File: src/pdh_pkg.sv
package pdh_pkg;

    ////////////////////////////////////////////////////////////////////
    // GPIO word layout
    ////////////////////////////////////////////////////////////////////

    localparam int GPIO_WIDTH = 32;   // Command and callback words
    localparam int STROBE_BIT = 30;
    localparam int CMD_MSB    = 29;
    localparam int CMD_LSB    = 26;
    localparam int DATA_WIDTH = 26;   // Bits 25:0

    typedef enum logic [3:0] {
        CMD_IDLE              = 4'd0,
        CMD_SET_LED           = 4'd1,
        CMD_SET_DAC           = 4'd2,
        CMD_GET_ADC           = 4'd3,
        CMD_CHECK_SIGNED      = 4'd4,
        CMD_SET_ROT_COEFFS    = 4'd5,
        CMD_COMMIT_ROT_COEFFS = 4'd6
    } cmd_t;

    // Reserved codes, no effect and zero callback
    //   7  GET_FRAME
    //   8  SET_KP
    //   9  SET_KD
    //   10 SET_KI
    //   11 SET_DEC
    //   12 SET_SP
    //   13 SET_ALPHA_SAT_EN

    typedef logic [DATA_WIDTH-1:0] data_t;

    // Coefficients, signed samples and I/Q feeds
    typedef logic signed [15:0] coef_t;

    ////////////////////////////////////////////////////////////////////
    // Reset values and scaling
    ////////////////////////////////////////////////////////////////////

    localparam coef_t COEF_ONE = 16'sh7FFF;   // Close to +1.0 in Q15
    localparam int    DAC_MID  = 'h2000;       // Mid-scale
    localparam int    ROT_SHIFT = 15;

endpackage

File: src/pdh_cfg_if.sv
`timescale 1ns/1ps

interface pdh_cfg_if import pdh_pkg::*; #(
    parameter int DAC_WIDTH = 14
) ();

    logic [7:0]           led;
    logic [DAC_WIDTH-1:0] dac_a;
    logic [DAC_WIDTH-1:0] dac_b;
    coef_t                stg_cos;    // Staged, not yet in use
    coef_t                stg_sin;
    coef_t                live_cos;   // Feeding the rotator
    coef_t                live_sin;

    modport owner (
        output led, dac_a, dac_b,
        output stg_cos, stg_sin, live_cos, live_sin
    );

    modport reader (
        input led, dac_a, dac_b,
        input stg_cos, stg_sin, live_cos, live_sin
    );

endinterface

File: src/callback_mux.sv
`timescale 1ns/1ps

module callback_mux import pdh_pkg::*; #(
    parameter int ADC_WIDTH = 14,
    parameter int DAC_WIDTH = 14
) (
    input  logic                  clk,
    input  logic                  rst_i,
    input  cmd_t                  cmd_i,
    input  data_t                 data_i,
    pdh_cfg_if.reader             cfg,
    input  logic [ADC_WIDTH-1:0]  adc_a_i,
    input  logic [ADC_WIDTH-1:0]  adc_b_i,
    input  coef_t                 adc_a_s_i,
    input  coef_t                 adc_b_s_i,
    input  coef_t                 i_feed_i,
    input  coef_t                 q_feed_i,
    output logic [GPIO_WIDTH-1:0] callback_o
);

    cmd_t                  cmd_q;      // Aligned with the register bank update
    logic [4:0]            sel_q;
    coef_t                 cs_val_w;
    logic [GPIO_WIDTH-1:0] cb_w;
    logic [GPIO_WIDTH-1:0] callback_r;

    // CHECK_SIGNED selector
    always_comb begin
        case (sel_q)
            5'd0:    cs_val_w = adc_a_s_i;
            5'd1:    cs_val_w = adc_b_s_i;
            5'd2:    cs_val_w = cfg.stg_cos;
            5'd3:    cs_val_w = cfg.stg_sin;
            5'd4:    cs_val_w = cfg.live_cos;
            5'd5:    cs_val_w = cfg.live_sin;
            5'd6:    cs_val_w = i_feed_i;
            5'd7:    cs_val_w = q_feed_i;
            default: cs_val_w = '0;
        endcase
    end

    //////////////////////////////////////////////////////////////////////
    // Callback word
    //////////////////////////////////////////////////////////////////////

    always_comb begin
        cb_w = '0;
        case (cmd_q)
            CMD_SET_LED:           cb_w[7:0] = cfg.led;
            CMD_SET_DAC:           cb_w[2*DAC_WIDTH-1:0] = {cfg.dac_a, cfg.dac_b};
            CMD_GET_ADC:           cb_w[2*ADC_WIDTH-1:0] = {adc_b_i, adc_a_i};
            CMD_CHECK_SIGNED: begin
                cb_w[20:16] = sel_q;
                cb_w[15:0]  = cs_val_w;
            end
            CMD_SET_ROT_COEFFS:    cb_w[27:0] = {cfg.stg_sin[15:2], cfg.stg_cos[15:2]};
            CMD_COMMIT_ROT_COEFFS: cb_w[27:0] = {q_feed_i[15:2], i_feed_i[15:2]};
            default: ;                         // Dropped codes stay all zero
        endcase
        if (cmd_q <= CMD_COMMIT_ROT_COEFFS) begin
            cb_w[GPIO_WIDTH-1 -: 4] = cmd_q;
        end
    end

    always_ff @(posedge clk or posedge rst_i) begin
        if (rst_i) begin
            cmd_q      <= CMD_IDLE;
            sel_q      <= '0;
            callback_r <= '0;
        end else begin
            cmd_q      <= cmd_i;
            sel_q      <= data_i[4:0];
            callback_r <= cb_w;
        end
    end

    assign callback_o = callback_r;

endmodule

File: src/cmd_decode.sv
`timescale 1ns/1ps

module cmd_decode import pdh_pkg::*; #(
    parameter int SYNC_STAGES = 3
) (
    input  logic                  clk,
    input  logic                  rst_i,
    input  logic [GPIO_WIDTH-1:0] gpio_i,
    output cmd_t                  cmd_o,
    output data_t                 data_o,
    output logic                  new_cmd_o
);

    logic [GPIO_WIDTH-1:0] sync_r [SYNC_STAGES];
    logic [GPIO_WIDTH-1:0] word_r;
    logic                  strobe_w;
    logic                  strobe_d_r;
    logic                  strobe_edge_w;
    logic                  new_cmd_r;

    // Strobe as seen at the end of the chain
    assign strobe_w      = sync_r[SYNC_STAGES-1][STROBE_BIT];
    assign strobe_edge_w = strobe_w & ~strobe_d_r;

    //////////////////////////////////////////////////////////////////////
    // Synchronizer and word latch
    //////////////////////////////////////////////////////////////////////

    always_ff @(posedge clk or posedge rst_i) begin
        if (rst_i) begin
            for (int i = 0; i < SYNC_STAGES; i++) begin
                sync_r[i] <= '0;
            end
            strobe_d_r <= 1'b0;
            word_r     <= '0;     // Decodes as IDLE
            new_cmd_r  <= 1'b0;
        end else begin
            sync_r[0] <= gpio_i;
            for (int i = 1; i < SYNC_STAGES; i++) begin
                sync_r[i] <= sync_r[i-1];
            end
            strobe_d_r <= strobe_w;
            new_cmd_r  <= strobe_edge_w;
            if (strobe_edge_w) begin
                word_r <= sync_r[SYNC_STAGES-1];
            end
        end
    end

    // Field split, held until the next strobe
    assign cmd_o     = cmd_t'(word_r[CMD_MSB:CMD_LSB]);
    assign data_o    = word_r[DATA_WIDTH-1:0];
    assign new_cmd_o = new_cmd_r;   // High with the first cycle of a new word

endmodule

File: src/cmd_execute.sv
`timescale 1ns/1ps

module cmd_execute import pdh_pkg::*; #(
    parameter int DAC_WIDTH = 14
) (
    input  logic                 clk,
    input  logic                 rst_i,
    input  cmd_t                 cmd_i,
    input  data_t                data_i,
    pdh_cfg_if.owner             cfg,
    output logic [DAC_WIDTH-1:0] dac_dat_o,
    output logic                 dac_sel_o
);

    localparam logic [DAC_WIDTH-1:0] DAC_RST = DAC_WIDTH'(DAC_MID);
    localparam int DAC_CH_BIT  = DAC_WIDTH;   // Selects channel B
    localparam int ROT_SIN_BIT = 16;          // Selects the sin coefficient

    logic dac_sel_r;

    //////////////////////////////////////////////////////////////////////
    // Register bank
    //////////////////////////////////////////////////////////////////////

    // The latched command is applied every cycle until the next one
    always_ff @(posedge clk or posedge rst_i) begin
        if (rst_i) begin
            cfg.led      <= '0;
            cfg.dac_a    <= DAC_RST;
            cfg.dac_b    <= DAC_RST;
            cfg.stg_cos  <= COEF_ONE;
            cfg.stg_sin  <= '0;
            cfg.live_cos <= COEF_ONE;
            cfg.live_sin <= '0;
        end else begin
            case (cmd_i)
                CMD_SET_LED: begin
                    cfg.led <= data_i[7:0];
                end

                CMD_SET_DAC: begin
                    if (data_i[DAC_CH_BIT]) begin
                        cfg.dac_b <= data_i[DAC_WIDTH-1:0];
                    end else begin
                        cfg.dac_a <= data_i[DAC_WIDTH-1:0];
                    end
                end

                CMD_SET_ROT_COEFFS: begin
                    if (data_i[ROT_SIN_BIT]) begin
                        cfg.stg_sin <= coef_t'(data_i[15:0]);
                    end else begin
                        cfg.stg_cos <= coef_t'(data_i[15:0]);
                    end
                end

                CMD_COMMIT_ROT_COEFFS: begin
                    cfg.live_cos <= cfg.stg_cos;
                    cfg.live_sin <= cfg.stg_sin;
                end

                default: ;   // IDLE, readbacks and dropped codes
            endcase
        end
    end

    //////////////////////////////////////////////////////////////////////
    // DAC interleave
    //////////////////////////////////////////////////////////////////////

    always_ff @(posedge clk or posedge rst_i) begin
        if (rst_i) begin
            dac_sel_r <= 1'b0;
        end else begin
            dac_sel_r <= ~dac_sel_r;
        end
    end

    assign dac_sel_o = dac_sel_r;
    assign dac_dat_o = dac_sel_r ? cfg.dac_b : cfg.dac_a;   // B on high select

endmodule

File: src/iq_rotator.sv
`timescale 1ns/1ps

module iq_rotator import pdh_pkg::*; #(
    parameter int ADC_WIDTH = 14
) (
    input  logic                 clk,
    input  logic                 rst_i,
    input  logic [ADC_WIDTH-1:0] adc_a_i,
    input  logic [ADC_WIDTH-1:0] adc_b_i,
    pdh_cfg_if.reader            cfg,
    output coef_t                adc_a_s_o,
    output coef_t                adc_b_s_o,
    output coef_t                i_feed_o,
    output coef_t                q_feed_o
);

    // Half of full scale
    localparam logic [ADC_WIDTH:0] ADC_OFFSET = (ADC_WIDTH + 1)'(2 ** (ADC_WIDTH - 1));

    logic signed [ADC_WIDTH:0] a_diff_w, b_diff_w;
    coef_t                     adc_a_s_r, adc_b_s_r;
    logic signed [31:0]        ca_w, sb_w, sa_w, cb_w;
    logic signed [32:0]        i_full_w, q_full_w;
    logic signed [31:0]        i_sat_w, q_sat_w;
    logic signed [31:0]        i_shift_w, q_shift_w;
    coef_t                     i_feed_r, q_feed_r;

    // Offset binary to signed, inverted polarity
    assign a_diff_w = $signed(ADC_OFFSET) - $signed({1'b0, adc_a_i});
    assign b_diff_w = $signed(ADC_OFFSET) - $signed({1'b0, adc_b_i});

    //////////////////////////////////////////////////////////////////////
    // Rotation by the live coefficients
    //////////////////////////////////////////////////////////////////////

    always_comb begin
        ca_w = cfg.live_cos * adc_a_s_r;
        sb_w = cfg.live_sin * adc_b_s_r;
        sa_w = cfg.live_sin * adc_a_s_r;
        cb_w = cfg.live_cos * adc_b_s_r;
        i_full_w = ca_w - sb_w;
        q_full_w = sa_w + cb_w;
        // Clamp when bits 32 and 31 disagree
        i_sat_w = (i_full_w[32] ^ i_full_w[31]) ?
                  {i_full_w[32], {31{~i_full_w[32]}}} : i_full_w[31:0];
        q_sat_w = (q_full_w[32] ^ q_full_w[31]) ?
                  {q_full_w[32], {31{~q_full_w[32]}}} : q_full_w[31:0];
        i_shift_w = i_sat_w >>> ROT_SHIFT;
        q_shift_w = q_sat_w >>> ROT_SHIFT;
    end

    always_ff @(posedge clk or posedge rst_i) begin
        if (rst_i) begin
            adc_a_s_r <= '0;
            adc_b_s_r <= '0;
            i_feed_r  <= '0;
            q_feed_r  <= '0;
        end else begin
            adc_a_s_r <= a_diff_w;             // Sign extends to 16 bits
            adc_b_s_r <= b_diff_w;
            i_feed_r  <= i_shift_w[15:0];
            q_feed_r  <= q_shift_w[15:0];
        end
    end

    assign adc_a_s_o = adc_a_s_r;
    assign adc_b_s_o = adc_b_s_r;
    assign i_feed_o  = i_feed_r;
    assign q_feed_o  = q_feed_r;

endmodule

File: src/pdh_top.sv
`timescale 1ns/1ps

module pdh_top import pdh_pkg::*; #(
    parameter int ADC_WIDTH = 14,
    parameter int DAC_WIDTH = 14
) (
    input  logic                  clk,
    input  logic                  rst_i,
    input  logic [ADC_WIDTH-1:0]  adc_dat_a_i,
    input  logic [ADC_WIDTH-1:0]  adc_dat_b_i,
    input  logic [GPIO_WIDTH-1:0] axi_from_ps_i,
    output logic [GPIO_WIDTH-1:0] axi_to_ps_o,
    output logic [7:0]            led_o,
    output logic [DAC_WIDTH-1:0]  dac_dat_o,
    output logic                  dac_sel_o
);

    cmd_t  cmd_w;
    data_t data_w;
    logic  new_cmd_w;
    coef_t adc_a_s_w, adc_b_s_w;
    coef_t i_feed_w, q_feed_w;

    pdh_cfg_if #(.DAC_WIDTH(DAC_WIDTH)) u_cfg ();

    cmd_decode #(.SYNC_STAGES(3)) u_decode (
        .clk       (clk),
        .rst_i     (rst_i),
        .gpio_i    (axi_from_ps_i),
        .cmd_o     (cmd_w),
        .data_o    (data_w),
        .new_cmd_o (new_cmd_w)
    );

    cmd_execute #(.DAC_WIDTH(DAC_WIDTH)) u_execute (
        .clk       (clk),
        .rst_i     (rst_i),
        .cmd_i     (cmd_w),
        .data_i    (data_w),
        .cfg       (u_cfg.owner),
        .dac_dat_o (dac_dat_o),
        .dac_sel_o (dac_sel_o)
    );

    iq_rotator #(.ADC_WIDTH(ADC_WIDTH)) u_rotator (
        .clk       (clk),
        .rst_i     (rst_i),
        .adc_a_i   (adc_dat_a_i),
        .adc_b_i   (adc_dat_b_i),
        .cfg       (u_cfg.reader),
        .adc_a_s_o (adc_a_s_w),
        .adc_b_s_o (adc_b_s_w),
        .i_feed_o  (i_feed_w),
        .q_feed_o  (q_feed_w)
    );

    callback_mux #(.ADC_WIDTH(ADC_WIDTH), .DAC_WIDTH(DAC_WIDTH)) u_result (
        .clk        (clk),
        .rst_i      (rst_i),
        .cmd_i      (cmd_w),
        .data_i     (data_w),
        .cfg        (u_cfg.reader),
        .adc_a_i    (adc_dat_a_i),
        .adc_b_i    (adc_dat_b_i),
        .adc_a_s_i  (adc_a_s_w),
        .adc_b_s_i  (adc_b_s_w),
        .i_feed_i   (i_feed_w),
        .q_feed_i   (q_feed_w),
        .callback_o (axi_to_ps_o)
    );

    assign led_o = u_cfg.led;

endmodule

File: config.mk
export PLATFORM = sky130hd
export DESIGN_NAME = pdh_top
export DESIGN_NICKNAME = d
export VERILOG_FILES = /design/src/pdh_pkg.sv /design/src/pdh_cfg_if.sv /design/src/callback_mux.sv /design/src/cmd_decode.sv /design/src/cmd_execute.sv /design/src/iq_rotator.sv /design/src/pdh_top.sv
export SDC_FILE = /design/constraint.sdc
export NUM_CORES = 2
export LEC_CHECK = 0
export BUFFER_PORTS_ARGS = -buffer_cell sky130_fd_sc_hd__buf_2
export CAP_MARGIN = 20
export CORE_MARGIN = 1.5
export CORE_UTILIZATION = 56
export CTS_CLUSTER_DIAMETER = 200
export DETAILED_ROUTE_END_ITERATION = 8
export GPL_ROUTABILITY_DRIVEN = 0
export PLACE_DENSITY = 0.75
export SYNTH_ARGS = -nofsm -noshare
export SYNTH_HDL_FRONTEND = slang
export SYNTH_SLANG_ARGS = --single-unit
File: constraint.sdc
create_clock -name clk -period 16.61 [get_ports clk]
set_clock_uncertainty 0.05 [all_clocks]
set_input_delay 3.322 -clock clk [delete_from_list [all_inputs] [get_ports clk]]
set_output_delay 3.322 -clock clk [all_outputs]
set_load 0.1 [all_outputs]
* Yosys cells after proc, flatten, opt, wreduce, memory -nomap -nowiden
Index checks and enable logic that the tools add are counted.
Word-level totals: bits in registers 328, latch bits 0, bits in writable memories 0, bits in read-only memories 0, bits of input ports 62, output and inout port bits 55, word-level logic and storage cells 68, memories 0
Operators by class: add/sub/neg operators 4, multipliers 4, divide/modulo/power cells 0, magnitude comparators 1, equality and inequality tests 17, shift operators 0, muxes and demuxes 8, bitwise operators 9, reductions and logical operators 5
Operators by type and width (number):
- 16-bit case mux with 8 select lines | 1
- 16-bit by 15-bit multiplier with 31-bit output | 4
- 13-bit case mux with 5 select lines | 1
- 31-bit two-way mux | 2
- 8-bit case mux with 6 select lines | 1
- 31-bit by 31-bit adder with 32-bit output | 1
- 31-bit by 31-bit subtractor with 32-bit output | 1
- 14-bit by 14-bit subtractor with 15-bit output, first input constant | 2
- 7-bit case mux with 4 select lines | 1
- 4-bit by 3-bit equality test with 1-bit output, second input constant | 5
- 5-bit by 3-bit equality test with 1-bit output, second input constant | 4
- 14-bit two-way mux | 1
- 4-bit by 2-bit equality test with 1-bit output, second input constant | 3
- 5-bit by 2-bit equality test with 1-bit output, second input constant | 2
- 4-bit by 1-bit equality test with 1-bit output, second input constant | 2
- 2-bit AND reduction | 4
- 1-bit inverter | 6
- 5-bit by 1-bit equality test with 1-bit output, second input constant | 1
- 5-bit logical NOT | 1
- 4-bit by 3-bit <= comparator with 1-bit output, second input constant | 1
- 4-bit two-way mux | 1
- 1-bit XOR | 2
- 1-bit AND | 1

* Longest topological paths before layout
depth in word-level cells 4, mapped depth 28

* By module
Synthesis repeated with hierarchy kept, for this count alone.
Second synthesis, totals: cell total of the unflattened synthesis 4695, area, all modules 48360.1 um2
By module, submodules not included:
- iq_rotator | times used 1, cells each 3970, area each 37752.5 um2, seq. area each 1551.5 um2
- cmd_execute | times used 1, cells each 236, area each 3996.3 um2, seq. area each 2567.5 um2
- cmd_decode | times used 1, cells each 160, area each 3525.9 um2, seq. area each 3128.0 um2
- callback_mux | times used 1, cells each 329, area each 3085.5 um2, seq. area each 1026.0 um2

* Least setup slack after synthesis
No wires, ideal clock.
kind flip-flop to flip-flop, start reg u_rotator.adc_b_s_r[0], in the netlist u_rotator.adc_b_s_o[0], end reg u_rotator.q_feed_r[15], in the netlist u_rotator.q_feed_o[15], arrival time 7213 ps, required time 16480 ps, slack 9267 ps, stages on the path, launching flop included 24, clock period less this slack 7343 ps, cell sequence dfrtp_1 > clkbuf_1 > nand2_1 > fa_1 > inv_1 > fa_1 > inv_1 > fa_1 > inv_1 > fa_1 > fa_1 > fa_1 > fa_1 > inv_1 > fa_1 > inv_1 > ha_1 > a21o_1 > a21o_1 > a21o_2 > o41ai_4 > nor2_2 > a2111oi_2 > xnor2_1
RTL lines:
- from (decl) | RTL line iq_rotator.sv:21 | coef_t adc_a_s_r, adc_b_s_r;
- from (signal assigned) | RTL line iq_rotator.sv:60 | adc_b_s_r <= b_diff_w;
- 16-bit by 15-bit multiplier with 31-bit output | RTL line iq_rotator.sv:40 | cb_w = cfg.live_cos * adc_b_s_r;
- 31-bit by 31-bit adder with 32-bit output | RTL line iq_rotator.sv:42 | q_full_w = sa_w + cb_w;
- named net u_rotator.q_full_w[30] | RTL line iq_rotator.sv:23 | logic signed [32:0] i_full_w, q_full_w;
- 31-bit two-way mux | RTL line iq_rotator.sv:46 | q_sat_w = (q_full_w[32] ^ q_full_w[31]) ?
- to (signal assigned) | RTL line iq_rotator.sv:62 | q_feed_r <= q_shift_w[15:0];
- to (decl) | RTL line iq_rotator.sv:26 | coef_t i_feed_r, q_feed_r;
The timed path passes the listed nets, and every way through them passes these cells. A chain may end at the register's enable or synchronous reset.

* Worst setup path in the final report
start reg u_rotator.adc_a_s_o[14] (netlist name), end reg u_rotator.i_feed_r[15], in the netlist u_rotator.i_feed_o[15]
RTL lines:
- 16-bit by 15-bit multiplier with 31-bit output | RTL line iq_rotator.sv:37 | ca_w = cfg.live_cos * adc_a_s_r;
- 31-bit by 31-bit subtractor with 32-bit output | RTL line iq_rotator.sv:41 | i_full_w = ca_w - sb_w;
- named net u_rotator.i_full_w[30] | RTL line iq_rotator.sv:23
- 31-bit two-way mux | RTL line iq_rotator.sv:44 | i_sat_w = (i_full_w[32] ^ i_full_w[31]) ?
- to (signal assigned) | RTL line iq_rotator.sv:61 | i_feed_r <= i_shift_w[15:0];
- to (decl) | RTL line iq_rotator.sv:26
The timed path passes the listed nets, and every way through them passes these cells.

==> metrics.md <==
| Metric | Value |
|---|---|
| CTS resizes | 0 |
| Endpoint class of the critical path | flop |
| Fin nets | 5921 |
| Post-CTS Hold Buffers | 0 |
| Seq/Total Area, Yosys | approximately 16% |
| Starting density of the core | between 50 and 60% |
| Most frequent cells in the layout | inv_1 (1132), fa_1 (1056), nand2_1 (517) |
| Top-area cell type share of the netlist area | a little under half |
| Maximum Capacitance Violations | 0 |
| Total core area | between 80000 and 90000 sq um |
| Vias | ~31000 |
| CP arrival | about 8.8 ns |
| Synthesized area per cell | around 10 sq um |
| Detailed Routing Iterations Pass 1 | 9 |
| CP Depth | 22 |
| Area leader, netlist | fa_1 |
| DRT iter0 DRCs | ~2500 |
| WL final | between 100000 and 150000 um |
| Reg2reg path depth | 22 |
| Top cell by count, worst path | fa_1 |
| Yosys warnings | 0 |
| Port Buffer Count | approximately 110 |
| CP Buf/Inv Count | 4 |
| Fin crit share | 51.29% |
| Via/cell ratio | ~5.6 |
| Filler cells | between 6000 and 7000 |
| HP Class | reg -> reg |
| Pin count of the biggest net entering global routing | around 150 |
| Hold path depth | 0 |
| Die area | ~85000 sq um |
| Async set or reset register ratio after synthesis | 100.0% |
| Clk buf depth | 3 |
| Row count | approximately 110 |
| Commonest non-fill, non-tap cell in the layout | inv_1 |
| Cells along the critical path | buf_4 -> clkinv_1 -> nor2_1 -> fa_1 -> inv_1 -> fa_1 -> fa_1 -> fa_1 -> inv_1 -> fa_1 -> fa_1 -> fa_1 -> fa_1 -> ha_1 -> nand2_1 -> a21oi_1 -> o21ai_0 -> a31oi_1 -> o21ai_2 -> o2bb2ai_1 -> o21ai_1 -> xnor2_1 |
| Setup Buffers After CTS | 0 |
| Worst slew pin tran | ~1.2 ns |
| Clock tree root buffer cell | clkbuf_16 |
| # setup viols final | 0 |
| CTS clk-pin slew, worst paths | 0.07 ns |
| First-pass GRT wire length | ~190000 um |
| Die Ht | about 290 um |
| Area contributors post-synth | fa_1 (45%), dfrtp_1 (14%), inv_1 (9.1%) |
| Num CTS Buffers | 22 |
| TritonCTS clock tree | yes |
| Worst-Skew Late Latency | 0.52 ns |
| Setup TNS Final | 0 ns |
| Antenna viol nets, final | 0 |
| Tmin final | roughly 8.5 ns |
| WL/cell | 20.19 um |
| Final Hold Vio Count | 0 |
| Mapped Nets | about 5900 |
| DRC Markers | 4 |
| Placed Area | approximately 48000 sq um |
| Worst Setup Start Kind | flop |
| Worst path slowest cell | clkinv_1 |
| Initial antenna violation count | 1 |
| CTS Sinks | approximately 300 |
| Total I/O pin count | around 120 |
| Final Max Tran Viols | 0 |
| Slew HR | about a fifth |
| Worst setup path class | reg -> reg |
| Overall routing resource usage | around 28% |
| Syn Inst Count | approximately 4600 |
| Netlist cell types | 62 |
| Vias in the first global route | about 34000 |
| Largest delay share family, worst path | adder cells |
| Flops & latches, synth | approximately 290 |
| Failing checks | design-rule violations |
| Area added between synthesis and finish | 5.171% |
| Predominant post-synthesis flop cell | dfrtp_1 |
| DP Wirelength | 84190 um |
| Proportion of layout cells with a drive suffix above 1 | between 8 and 9% |
| Slowest stage delay, CP | approximately 0.80 ns |
| # diodes | 0 |
| CP Max Fanout | 19 |
| Synth Cell Area | 46530 sq um |
| Grt total ovfl | 0 |
| F_max | between 100 and 150 MHz |
| H-tree depth | 1 |
| Number of enable flip-flop cells after synthesis | 0 |
| Outcome | finished, violations left |
| Die width | 291.3 um |
| Critical path required time | about 17 ns |
| RSZ-0062 raised after global routing | false |
| Design Area, Final | around 50000 sq um |
## synth_stat cells (2+ instances only)
cell,count
a211o_1,3
a211oi_1,5
a21o_1,10
a21o_2,2
a21oi_1,25
a221oi_1,14
a222oi_1,12
a22o_1,14
a22oi_1,79
a31oi_1,3
and2_1,434
and3_1,2
and4_1,2
buf_1,3
clkbuf_1,214
dfrtp_1,260
dfstp_2,32
fa_1,1056
ha_1,263
inv_1,1133
mux2_2,134
nand2_1,517
nand2b_1,26
nand3_1,45
nand3b_1,2
nand4_1,8
nor2_1,78
nor2b_1,6
nor3_1,24
nor3b_1,2
nor4_1,8
nor4_2,2
o21a_1,2
o21ai_0,16
o21ai_1,2
o21bai_1,2
o31a_1,2
o41a_1,2
or3_1,2
xnor2_1,75
xor2_1,21
## sequential cells by signal, indices dropped and copies added, names as in the netlist, 16 cells and up
signal	cells
u_decode.sync_r	65
u_result.callback_o	32
u_decode.word_r	21
u_execute.cfg.live_cos	16
u_execute.cfg.live_sin	16
u_execute.cfg.stg_cos	16
u_execute.cfg.stg_sin	16
u_rotator.i_feed_o	16
u_rotator.q_feed_o	16
## per-stage QoR
stage / util, % / setup WS, ns / hold slack, ns / instances
detailed placement: 58.61 / 8.217 / 0.2847 / 5584
CTS: 59.57 / 8.180 / 0.3009 / 5624
floorplan: - / 5.229 / 0.2812 / 4563
global route: 59.60 / 7.740 / 0.3044 / 5626
global placement: 58.60 / 8.379 / 0.2823 / 5583
finish: 59.60 / 8.091 / 0.2991 / 5626
## final timing paths
path                                                endpoint                              start  slack [ns]
setup / recovery            u_rotator.i_feed_o[15]$_DFF_PP0_  u_rotator.adc_a_s_o[14]$_DFF_PP0_        8.09
hold / removal                 u_decode.sync_r[15]$_DFF_PP0_      u_decode.sync_r[47]$_DFF_PP0_        0.30
setup reg to reg            u_rotator.i_feed_o[15]$_DFF_PP0_  u_rotator.adc_a_s_o[14]$_DFF_PP0_        8.09
hold reg to reg                u_decode.sync_r[15]$_DFF_PP0_      u_decode.sync_r[47]$_DFF_PP0_        0.30
max in group asynchronous  u_rotator.adc_b_s_o[10]$_DFF_PP0_                              rst_i       12.02
min in group asynchronous  u_result.callback_o[31]$_DFF_PP0_                              rst_i        2.96
## cells by family (layout without fill, tap and decap cells)
| logic type | Yosys count | in the layout | synth area share (%) |
|---|---|---|---|
| buffers and inverters | 1351 | 1344 | 10.90 |
| adders and majority gates | 1319 | 1319 | 52.50 |
| and+or+nand+nor | 1162 | 1162 | 12.31 |
| DFF | 292 | 292 | 15.79 |
| AOI/OAI and AO/OA | 208 | 208 | 3.442 |
| muxes | 134 | 134 | 3.243 |
| xor gates and xnor gates | 96 | 96 | 1.807 |
| other | 1 | 1 | 0.008059 |
## cell type report
cell class                      count  area [sq um]  area share, %
Clock buffer                       34         676.9          1.383
Tap cell                         1070          1339          2.736
Inverter                         1134          4264          8.713
Timing Repair Buffer              170          1020          2.084
Multi-Input combinational cell   2920         34170          69.83
Sequential cell                   292          7358          15.04
Clock inverter                      6         108.9         0.2224
## metal layers
| metal | track usage [%] | share of wire (%) | vias up |
|---|---|---|---|
| met5 | 0 | 0.011 | - |
| met4 | 8.288 | 3.6 | 2 |
| met3 | 3.718 | 8.1 | 243 |
| met2 | 45.67 | 48 | 1346 |
| met1 | 40.09 | 41 | 16390 |
| li1 | - | - | 13300 |
Power is not shown: default switching activity piles up to over one toggle a cycle in this logic, so the estimate is an artifact.
